==> config.mk <==
export PLATFORM = sky130hd
export DESIGN_NAME = rv_core
export DESIGN_NICKNAME = d
export VERILOG_FILES = /design/src/common/rv_pkg.sv /design/src/common/rf_if.sv /design/src/core/rv_alu.sv /design/src/core/rv_core.sv /design/src/core/rv_decode.sv /design/src/core/rv_execute.sv /design/src/core/rv_regfile.sv /design/src/hw/pipe_reg.sv
export VERILOG_INCLUDE_DIRS = /design/src /design/src/common
export SDC_FILE = /design/constraint.sdc
export NUM_CORES = 2
export LEC_CHECK = 0
export BUFFER_PORTS_ARGS = -buffer_cell sky130_fd_sc_hd__buf_2
export CORE_ASPECT_RATIO = 2
export CORE_MARGIN = 4
export CORE_UTILIZATION = 55
export DETAILED_ROUTE_END_ITERATION = 10
export GPL_TIMING_DRIVEN = 0
export PLACE_DENSITY = 0.75
export SETUP_SLACK_MARGIN = 0.1
export SLEW_MARGIN = 25
export SYNTH_ARGS = -nofsm -noshare
export SYNTH_HDL_FRONTEND = slang
export SYNTH_SLANG_ARGS = --single-unit
==> constraint.sdc <==
create_clock -name clk -period 6.69 [get_ports clk]
set_input_delay 1.338 -clock clk [delete_from_list [all_inputs] [get_ports clk]]
set_output_delay 1.338 -clock clk [all_outputs]
set_load 0.02 [all_outputs]
==> src/common/rv_cfg.svh <==
`ifndef RV_CFG_SVH
`define RV_CFG_SVH

// register and instruction word width
`define RV_XLEN 32

// register index width
`define RV_REG_ADDR_W 5

// architectural registers, x0 included
`define RV_NUM_REGS 32

`endif

==> src/common/rv_pkg.sv <==
`include "rv_cfg.svh"

package rv_pkg;

  typedef logic [`RV_XLEN-1:0] xlen_t;
  typedef logic [`RV_REG_ADDR_W-1:0] reg_addr_t;

  // alu operations, pass_b serves lui
  typedef enum logic [3:0] {
    alu_add    = 4'd0,
    alu_sub    = 4'd1,
    alu_sll    = 4'd2,
    alu_slt    = 4'd3,
    alu_sltu   = 4'd4,
    alu_xor    = 4'd5,
    alu_srl    = 4'd6,
    alu_sra    = 4'd7,
    alu_or     = 4'd8,
    alu_and    = 4'd9,
    alu_pass_b = 4'd10
  } alu_op_e;

  // output of the decoder, carried by the decode stage register
  typedef struct packed {
    alu_op_e   alu_op;
    reg_addr_t rd;
    reg_addr_t rs1;
    reg_addr_t rs2;
    logic      use_imm;
    // sign-extended, or already shifted for lui
    xlen_t     imm;
    // low for rd == x0 and for illegal encodings
    logic      we;
    logic      illegal;
  } decoded_t;

  // one writeback beat
  typedef struct packed {
    reg_addr_t rd;
    xlen_t     data;
    logic      we;
    logic      illegal;
  } wb_t;

endpackage

==> src/common/rf_if.sv <==
`timescale 1ns/1ns

interface rf_if
  import rv_pkg::*;
();

  // two combinational read ports
  reg_addr_t rs1;
  reg_addr_t rs2;
  xlen_t     rs1_data;
  xlen_t     rs2_data;

  // one write port, lands at the clock edge
  logic      we;
  reg_addr_t wa;
  xlen_t     wd;

  modport client (
    output rs1, rs2, we, wa, wd,
    input  rs1_data, rs2_data
  );

  modport server (
    input  rs1, rs2, we, wa, wd,
    output rs1_data, rs2_data
  );

endinterface

==> src/core/rv_alu.sv <==
`timescale 1ns/1ns
`include "rv_cfg.svh"

module rv_alu
  import rv_pkg::*;
(
  input  alu_op_e op,
  input  xlen_t   a,
  input  xlen_t   b,
  output xlen_t   y
);

  localparam int shamt_w = $clog2(`RV_XLEN);

  logic [shamt_w-1:0] shamt;
  logic               lt_signed;
  logic               lt_unsigned;

  // shifts only look at the low bits of b
  assign shamt       = b[shamt_w-1:0];
  assign lt_signed   = $signed(a) < $signed(b);
  assign lt_unsigned = a < b;

  always_comb begin
    case (op)
      alu_add:    y = a + b;
      alu_sub:    y = a - b;
      alu_sll:    y = a << shamt;
      alu_slt:    y = xlen_t'(lt_signed);
      alu_sltu:   y = xlen_t'(lt_unsigned);
      alu_xor:    y = a ^ b;
      alu_srl:    y = a >> shamt;
      alu_sra:    y = xlen_t'($signed(a) >>> shamt);
      alu_or:     y = a | b;
      alu_and:    y = a & b;
      // lui immediate arrives already shifted
      alu_pass_b: y = b;
      default:    y = '0;
    endcase
  end

endmodule

==> src/core/rv_core.sv <==
`timescale 1ns/1ns

module rv_core
  import rv_pkg::*;
(
  input  logic      clk,
  input  logic      rst,
  input  logic      insn_valid,
  output logic      insn_ready,
  input  xlen_t     insn,
  output logic      wb_valid,
  input  logic      wb_ready,
  output reg_addr_t wb_rd,
  output xlen_t     wb_data,
  output logic      wb_illegal
);

  decoded_t dec_d;
  decoded_t dec_q;
  logic     dec_valid;
  logic     dec_ready;
  logic     res_valid;
  logic     res_ready;
  wb_t      res;
  wb_t      wb_q;

  rf_if rf_bus ();

  rv_decode u_decode (
    .insn (insn),
    .dec  (dec_d)
  );

  pipe_reg #(
    .T (decoded_t)
  ) u_dec_stage (
    .clk       (clk),
    .rst       (rst),
    .in_valid  (insn_valid),
    .in_ready  (insn_ready),
    .in_data   (dec_d),
    .out_valid (dec_valid),
    .out_ready (dec_ready),
    .out_data  (dec_q)
  );

  rv_execute u_execute (
    .dec_valid (dec_valid),
    .dec_ready (dec_ready),
    .dec       (dec_q),
    .res_valid (res_valid),
    .res_ready (res_ready),
    .res       (res),
    .wb_valid  (wb_valid),
    .wb_ready  (wb_ready),
    .wb        (wb_q),
    .rf        (rf_bus.client)
  );

  // writeback stage, also the forwarding source
  pipe_reg #(
    .T (wb_t)
  ) u_wb_stage (
    .clk       (clk),
    .rst       (rst),
    .in_valid  (res_valid),
    .in_ready  (res_ready),
    .in_data   (res),
    .out_valid (wb_valid),
    .out_ready (wb_ready),
    .out_data  (wb_q)
  );

  rv_regfile u_regfile (
    .clk (clk),
    .rst (rst),
    .rf  (rf_bus.server)
  );

  assign wb_rd      = wb_q.rd;
  assign wb_data    = wb_q.data;
  assign wb_illegal = wb_q.illegal;

endmodule

==> src/core/rv_decode.sv <==
`timescale 1ns/1ns

module rv_decode
  import rv_pkg::*;
(
  input  xlen_t    insn,
  output decoded_t dec
);

  localparam logic [6:0] opcode_op_imm = 7'b0010011;
  localparam logic [6:0] opcode_op     = 7'b0110011;
  localparam logic [6:0] opcode_lui    = 7'b0110111;
  localparam logic [6:0] funct7_base   = 7'b0000000;
  localparam logic [6:0] funct7_alt    = 7'b0100000;

  logic [6:0] opcode;
  logic [2:0] funct3;
  logic [6:0] funct7;

  assign opcode = insn[6:0];
  assign funct3 = insn[14:12];
  assign funct7 = insn[31:25];

  // shared funct3 map of op and op-imm, alt picks sub/sra
  function automatic alu_op_e funct3_op(logic [2:0] f3, logic alt);
    alu_op_e op;
    case (f3)
      3'b000:  op = alt ? alu_sub : alu_add;
      3'b001:  op = alu_sll;
      3'b010:  op = alu_slt;
      3'b011:  op = alu_sltu;
      3'b100:  op = alu_xor;
      3'b101:  op = alt ? alu_sra : alu_srl;
      3'b110:  op = alu_or;
      default: op = alu_and;
    endcase
    return op;
  endfunction

  always_comb begin
    dec.alu_op  = alu_add;
    dec.rd      = insn[11:7];
    dec.rs1     = insn[19:15];
    dec.rs2     = insn[24:20];
    dec.use_imm = 1'b0;
    dec.imm     = {{20{insn[31]}}, insn[31:20]};
    dec.illegal = 1'b0;

    case (opcode)
      opcode_lui: begin
        dec.alu_op  = alu_pass_b;
        dec.use_imm = 1'b1;
        dec.imm     = {insn[31:12], 12'b0};
        dec.rs1     = '0;
        dec.rs2     = '0;
      end
      opcode_op_imm: begin
        dec.use_imm = 1'b1;
        dec.rs2     = '0;
        dec.alu_op  = funct3_op(funct3, 1'b0);
        if (funct3 == 3'b001 || funct3 == 3'b101) begin
          // shift-immediate, shamt in the rs2 field
          dec.imm    = {27'b0, insn[24:20]};
          dec.alu_op = funct3_op(funct3, funct7 == funct7_alt);
          if (funct7 != funct7_base && !(funct3 == 3'b101 && funct7 == funct7_alt)) begin
            dec.illegal = 1'b1;
          end
        end
      end
      opcode_op: begin
        dec.alu_op = funct3_op(funct3, funct7 == funct7_alt);
        if (funct7 == funct7_alt) begin
          // only sub and sra have the alternate encoding
          dec.illegal = !(funct3 == 3'b000 || funct3 == 3'b101);
        end else if (funct7 != funct7_base) begin
          dec.illegal = 1'b1;
        end
      end
      default: begin
        dec.illegal = 1'b1;
      end
    endcase

    // x0 never written, so later stages skip the check
    dec.we = !dec.illegal && (dec.rd != '0);
  end

endmodule

==> src/core/rv_execute.sv <==
`timescale 1ns/1ns

module rv_execute
  import rv_pkg::*;
(
  input  logic     dec_valid,
  output logic     dec_ready,
  input  decoded_t dec,
  output logic     res_valid,
  input  logic     res_ready,
  output wb_t      res,
  input  logic     wb_valid,
  input  logic     wb_ready,
  input  wb_t      wb,
  rf_if.client     rf
);

  logic  fwd_rs1;
  logic  fwd_rs2;
  xlen_t rs1_val;
  xlen_t rs2_val;
  xlen_t op_b;
  xlen_t alu_y;

  // no state here, so the stream passes straight through
  assign res_valid = dec_valid;
  assign dec_ready = res_ready;

  assign rf.rs1 = dec.rs1;
  assign rf.rs2 = dec.rs2;

  // the writeback entry has not reached the register file yet
  assign fwd_rs1 = wb_valid && wb.we && (wb.rd == dec.rs1);
  assign fwd_rs2 = wb_valid && wb.we && (wb.rd == dec.rs2);

  assign rs1_val = fwd_rs1 ? wb.data : rf.rs1_data;
  assign rs2_val = fwd_rs2 ? wb.data : rf.rs2_data;
  assign op_b    = dec.use_imm ? dec.imm : rs2_val;

  rv_alu u_alu (
    .op (dec.alu_op),
    .a  (rs1_val),
    .b  (op_b),
    .y  (alu_y)
  );

  always_comb begin
    res.rd      = dec.rd;
    res.data    = dec.illegal ? '0 : alu_y;
    res.we      = dec.we;
    res.illegal = dec.illegal;
  end

  // commit only when the writeback beat is taken
  assign rf.we = wb_valid && wb_ready && wb.we;
  assign rf.wa = wb.rd;
  assign rf.wd = wb.data;

endmodule

==> src/core/rv_regfile.sv <==
`timescale 1ns/1ns
`include "rv_cfg.svh"

module rv_regfile
  import rv_pkg::*;
(
  input  logic     clk,
  input  logic     rst,
  rf_if.server     rf
);

  // x0 has no storage
  xlen_t regs [1:`RV_NUM_REGS-1];

  always_ff @(posedge clk) begin
    if (rst) begin
      for (int i = 1; i < `RV_NUM_REGS; i++) begin
        regs[i] <= '0;
      end
    end else if (rf.we && rf.wa != '0) begin
      regs[rf.wa] <= rf.wd;
    end
  end

  // combinational reads
  always_comb begin
    if (rf.rs1 == '0) begin
      rf.rs1_data = '0;
    end else begin
      rf.rs1_data = regs[rf.rs1];
    end
    if (rf.rs2 == '0) begin
      rf.rs2_data = '0;
    end else begin
      rf.rs2_data = regs[rf.rs2];
    end
  end

endmodule

==> src/hw/pipe_reg.sv <==
`timescale 1ns/1ns

module pipe_reg
  import rv_pkg::*;
#(
  parameter type T = xlen_t
) (
  input  logic clk,
  input  logic rst,
  input  logic in_valid,
  output logic in_ready,
  input  T     in_data,
  output logic out_valid,
  input  logic out_ready,
  output T     out_data
);

  logic full;
  T     data_q;

  // accept when empty or when the held beat leaves this cycle
  assign in_ready  = !full || out_ready;
  assign out_valid = full;
  assign out_data  = data_q;

  always_ff @(posedge clk) begin
    if (rst) begin
      full <= 1'b0;
    end else if (in_valid && in_ready) begin
      full <= 1'b1;
    end else if (out_valid && out_ready) begin
      full <= 1'b0;
    end
  end

  always_ff @(posedge clk) begin
    if (in_valid && in_ready) begin
      data_q <= in_data;
    end
  end

endmodule

==> impl_results.md, run 1 <==
* Post-synth EDFFs at approximately 1100
* Ports at 76
* Dpl hpwl at 264700 µm
* Share of flip-flops with an asynchronous set or reset at 0%
* Post-synthesis cell type count at slightly below 100
* Vias in the first global route at 58349
* Root Buffer: clkbuf_16
* Ys flop type: edfxtp_1
* Die Ht at between 500 and 600 µm
* GP Congestion at 1.136
* GRT Util Overall at 59.86%
* Post-CTS Hold Buffers at 0
* Die X-Extent at between 200 and 300 µm
* Starting Density at 55.32%
* Post-Place Cells at 6841
* Std-Cell Rows at 183
* Run status: stopped before the end
* Err: [ERROR GRT-0116] Global routing finished with congestion. Check the congestion regions in the DRC Viewer.
* Seq/Total Area, Yosys at about half
* Clock buffer depth at 3
* Htree depth at 3
* CTS Buf Count at just under 100
* Synthesized area at 68650 µm²
* GRT overflow at 4
* #FFs+latches synth at around 1100
* Largest net degree at the start of global routing at 51
* Fail Step: 5_1_grt
* Mean Syn Cell Area at 13.67 µm²
* Yosys warnings at 0
* Port bufs at 74
* Clock Sinks at 1129
* Mapped Cells at 5020
* First-pass GRT wire length at about 520000 µm
-- per-stage QoR --
stage          util, %  cell area (µm²)  setup WS [ps]  hold slack [ps]
2_1_floorplan        -            68760          891.0            400.3
3_3_place_gp     57.39            71220          -3646            403.4
3_5_place_dp     58.39            72470          -2797            413.0
4_1_cts          62.21            77210          76.73            422.1
-- metal layers --
layer,GRT overflow,GRT usage (%)
met4,4,65.56
met3,0,34.58
met2,0,86.41
met1,0,54.78
met5,0,8.963
-- timing repair --
action,CTS
setup endpoints to repair,29
gates resized for setup,286
pin swaps,11
setup buffers,37
-- cells in the mapped netlist (all sizes together), types with 26 or more instances --
cell | number | share of area, %
nand2 | 168 | 0.93
a21oi | 128 | 0.93
edfxtp | 1117 | 49
mux4 | 575 | 19
ha | 98 | 1.8
nor3 | 38 | 0.28
nand3 | 26 | 0.19
and2 | 1058 | 9.6
mux2i | 283 | 4.1
mux2 | 39 | 0.64
clkbuf | 301 | 1.7
a211oi | 91 | 1.0
buf | 210 | 2.0
a21o | 33 | 0.36
nor2b | 32 | 0.30
a221oi | 59 | 1.3
nor2 | 144 | 0.80
inv | 107 | 0.59
a22oi | 28 | 0.31
o21ai | 99 | 0.72
or2 | 43 | 0.39
-- kinds of logic after synthesis --
kind of cell	Yosys count	share of synthesized area (%)
compound gates	674	7.529
xor+xnor	25	0.3190
fa+ha+maj	100	1.845
buf+inv	620	4.249
flops	1129	49.21
mux	897	23.65
other cells	1	0.005463
simple gates	1574	13.19
==> run 2, diff against run 1 <==
--- a/config.mk
+++ b/config.mk
@@ -7,13 +7,11 @@
 export NUM_CORES = 2
 export LEC_CHECK = 0
 export BUFFER_PORTS_ARGS = -buffer_cell sky130_fd_sc_hd__buf_2
-export CORE_ASPECT_RATIO = 2
 export CORE_MARGIN = 4
-export CORE_UTILIZATION = 55
+export CORE_UTILIZATION = 40
 export DETAILED_ROUTE_END_ITERATION = 10
 export GPL_TIMING_DRIVEN = 0
-export PLACE_DENSITY = 0.75
-export SETUP_SLACK_MARGIN = 0.1
+export PLACE_DENSITY_LB_ADDON = 0.15
 export SLEW_MARGIN = 25
 export SYNTH_ARGS = -nofsm -noshare
 export SYNTH_HDL_FRONTEND = slang
==> run 2 against run 1 <==
Effect of this change: the flow now finishes, with violations (setup timing); synthesized area unchanged; synthesized cell count stayed put.
==> impl_results.md, run 2 <==
* Synthesized area at 68650 µm² (unchanged)
* WP data arrival at slightly above 7000 ps
* Fin Hold WS at 418.8 ps
* Clock latency on the worst-skew pair at 820 ps
* Max-cap violations at 0
* Cells along the critical path: inv_1, nor2_1, nand4_1, o2111ai_2, a2bb2oi_4, inv_2, clkbuf_4, buf_4, buf_4, ha_1, o21ba_2, o21ai_0, o211ai_1, a221o_2, o21ba_4, o311a_1, o21bai_2, a21oi_1, nor2_1, mux2i_1, a41oi_1
* Worst vdd ir at 0.3156 mV
* Highest-count cells in the layout ignoring fill and taps: edfxtp_1, and2_1, mux4_2
* Critical Path Sink Type: register
* Register Area at approximately 34000 µm²
* Final net count at roughly 5500
* Die area at 178300 µm²
* Multi-input gate area at 32990 µm²
* Top-count cell post-synth: edfxtp_1
* Clock buffer depth at 3 (unchanged)
* Syn-to-layout area delta at 16.35%
* GRT overflow at 0
* Most flop-heavy register: u_regfile.regs
* GRT Util Overall at 38.40%
* Grt met1 use at 46.45%
* Crit Path Class: register to register
* Failing checks: setup timing
* Worst Tran Pin Value at 1264 ps
* Startpoint types: register
* Required @ worst endpoint at ~7000 ps
* Slowest cell delay on critical path at 710 ps
* Post-synthesis cell type count at 98 (unchanged)
* Most common cell after layout, fill and taps aside: edfxtp_1
* Vias at 52136
* Largest register FFs at 1024
* GR met2 Demand/Resource at 57.74%
* CTS Buf Count at 133 (+36%)
* Final worst slack at -1.923 ps
* CTS tree: built
* Clock Sinks at 1129 (unchanged)
* Layout cells sized above 1 at 26.33%
* Post-synth EDFFs at 1117 (unchanged)
* Slowest library cell on the worst path: nor2_1
* Layout fillers at 15125
* Root Buffer: clkbuf_16
* Initial antenna violation count at 41
* First-pass GRT wire length at 459700 µm
* GP Congestion at 1.082 (-4.8%)
* 1st-pass router iterations at 6
* Clock Skews at between 30 and 40 ps
* Worst hold path type: register to register
* Clock transition at path regs at 60 ps
* Dpl hpwl at 248800 µm (-6.0%)
* Rel. slew slack at 15.41%
* Htree depth at 4 (+1)
* Area post-placement at 73670 µm² (+1.7%)
* Die Ht at 422.3 µm (-17%)
* Slew Limit Fails at 0
* Yosys warnings at 0 (unchanged)
* Tcrit/Tclk final at 100.0%
* Run status: complete, but fails checks
* Die X-Extent at 422.3 µm (+64%)
* Core box area at 170000 µm²
* Post-DRT Antenna Nets at 0
* Top cell type's share of synthesized area at 48.86% (unchanged)
* Seq/Total Area, Yosys at 49.21% (unchanged)
* Final min period at 6692 ps
* Std-Cell Rows at 151 (-17%)
* Mean Syn Cell Area at 13.67 µm² (unchanged)
* Pleak at approximately 29 nW
* Area leader, netlist: edfxtp_1
* Post-route cell area at approximately 80000 µm²
* Final setup vio count at 1
* Largest net degree at the start of global routing at 37
* Synth top area cells: edfxtp_1, mux4_2, and2_1
* DRC Markers at 0
* Ys flop type: edfxtp_1
* Pwr/cell area at about 270 nW/µm²
* Ports at 76 (unchanged)
* Fmax at 0.1494 GHz
* Mapped Cells at 5020 (unchanged)
* Starting Density at 40.37% (-15 points)
* Busiest metal layer after global routing: met2
* Vias in the first global route at approximately 50000
* Drt via density at 6.751
* Port bufs at 74 (unchanged)
* #FFs+latches synth at 1129 (unchanged)
* Crit path max fanout at 10
* Share of flip-flops with an asynchronous set or reset at 0% (unchanged)
* Drt wl/cell at 45.09 µm
* Final Routed Wirelength at roughly 350000 µm
* Met3 usage at 12.65%
* Initial DRC Count at 8346
* Final-report hold violation count at 0
* Critical hold path startpoint: u_dec_stage.out_data[1]$_DFFE_PP_
* Synth top cells by count: edfxtp_1, and2_1, mux4_2
## run 2: cell counts after synthesis
No cell type changed its count.
## run 2: worst paths after layout
check,end,cells after the start,slack [ps]
hold / removal,u_wb_stage.out_data[1]$_DFFE_PP_,0,420
setup reg to reg,u_wb_stage.out_data[29]$_SDFFCE_PP0P_,21,-2
setup / recovery,u_wb_stage.out_data[29]$_SDFFCE_PP0P_,21,-2
hold reg to reg,u_wb_stage.out_data[1]$_DFFE_PP_,0,420
## run 2: final cells by class
cell class	instances	area share, %
clock buffers	170	4.448
plain buffers	497	4.098
diodes	33	0.1034
multi-input cells	3302	41.30
repair buffers	197	3.099
flip-flops and latches	1129	42.30
clock inverters	68	0.6580
inverters	109	0.5201
well taps	2218	3.475
## run 2: power breakdown
group	leakage, nW	switching [mW]	internal [mW]
Sequential	11.6	0.211	8.02
Combinational	15.6	3.86	2.15
Clock	1.98	3.15	3.99
## run 2: cells by family after synthesis
family          count (synthesis)  synth area share [%]
other cells                     1              0.005463
compound gates                674                 7.529
fa+ha+maj                     100                 1.845
mux                           897                 23.65
flops                        1129                 49.21
xor+xnor                       25                0.3190
buf+inv                       620                 4.249
simple gates                 1574                 13.19
## run 2: what timing repair did
item                       4_1_cts  5_1_grt
hold buffers                     0        0
cloned                           1        1
setup endpoints to repair       29       19
pin swaps                       11        8
setup buffers                   33       22
hold endpoints to repair         0        0
resized for setup              271       97
## run 2: per-layer routing
metal  part of all wire, %  vias to the layer above
met2                    44                     4182
met3                    12                     1091
li1                      -                    20008
met1                    35                    26847
met4                   9.1                        8
met5                 0.053                        -
## run 2: through the flow
step                      power (mW)  setup TNS [ps]  utilization [%]  worst slack (ps)  instances
after floorplan                11.33               0                -             891.0       5051
after global placement         13.57          -94610            42.29             -4791       7343
after detailed placement       13.70          -59620            43.32             -3716       7407
after CTS                      21.02               0            46.57            0.4210       7669
after global routing           21.76          -17.13            46.93            -11.97       7693
final                          21.38          -1.923            46.97            -1.923       7723
## run 2: critical path: cells and delay by family, from the launching register on
family                     cells  cell delay, ps
AOI/OAI and AO/OA             11            2700
adders and majority gates      1             300
buffers and inverters          5            1340
DFF                            1             500
muxes                          1             280
and+or+nand+nor                3            1230
Power figures use the tool's default switching activity.
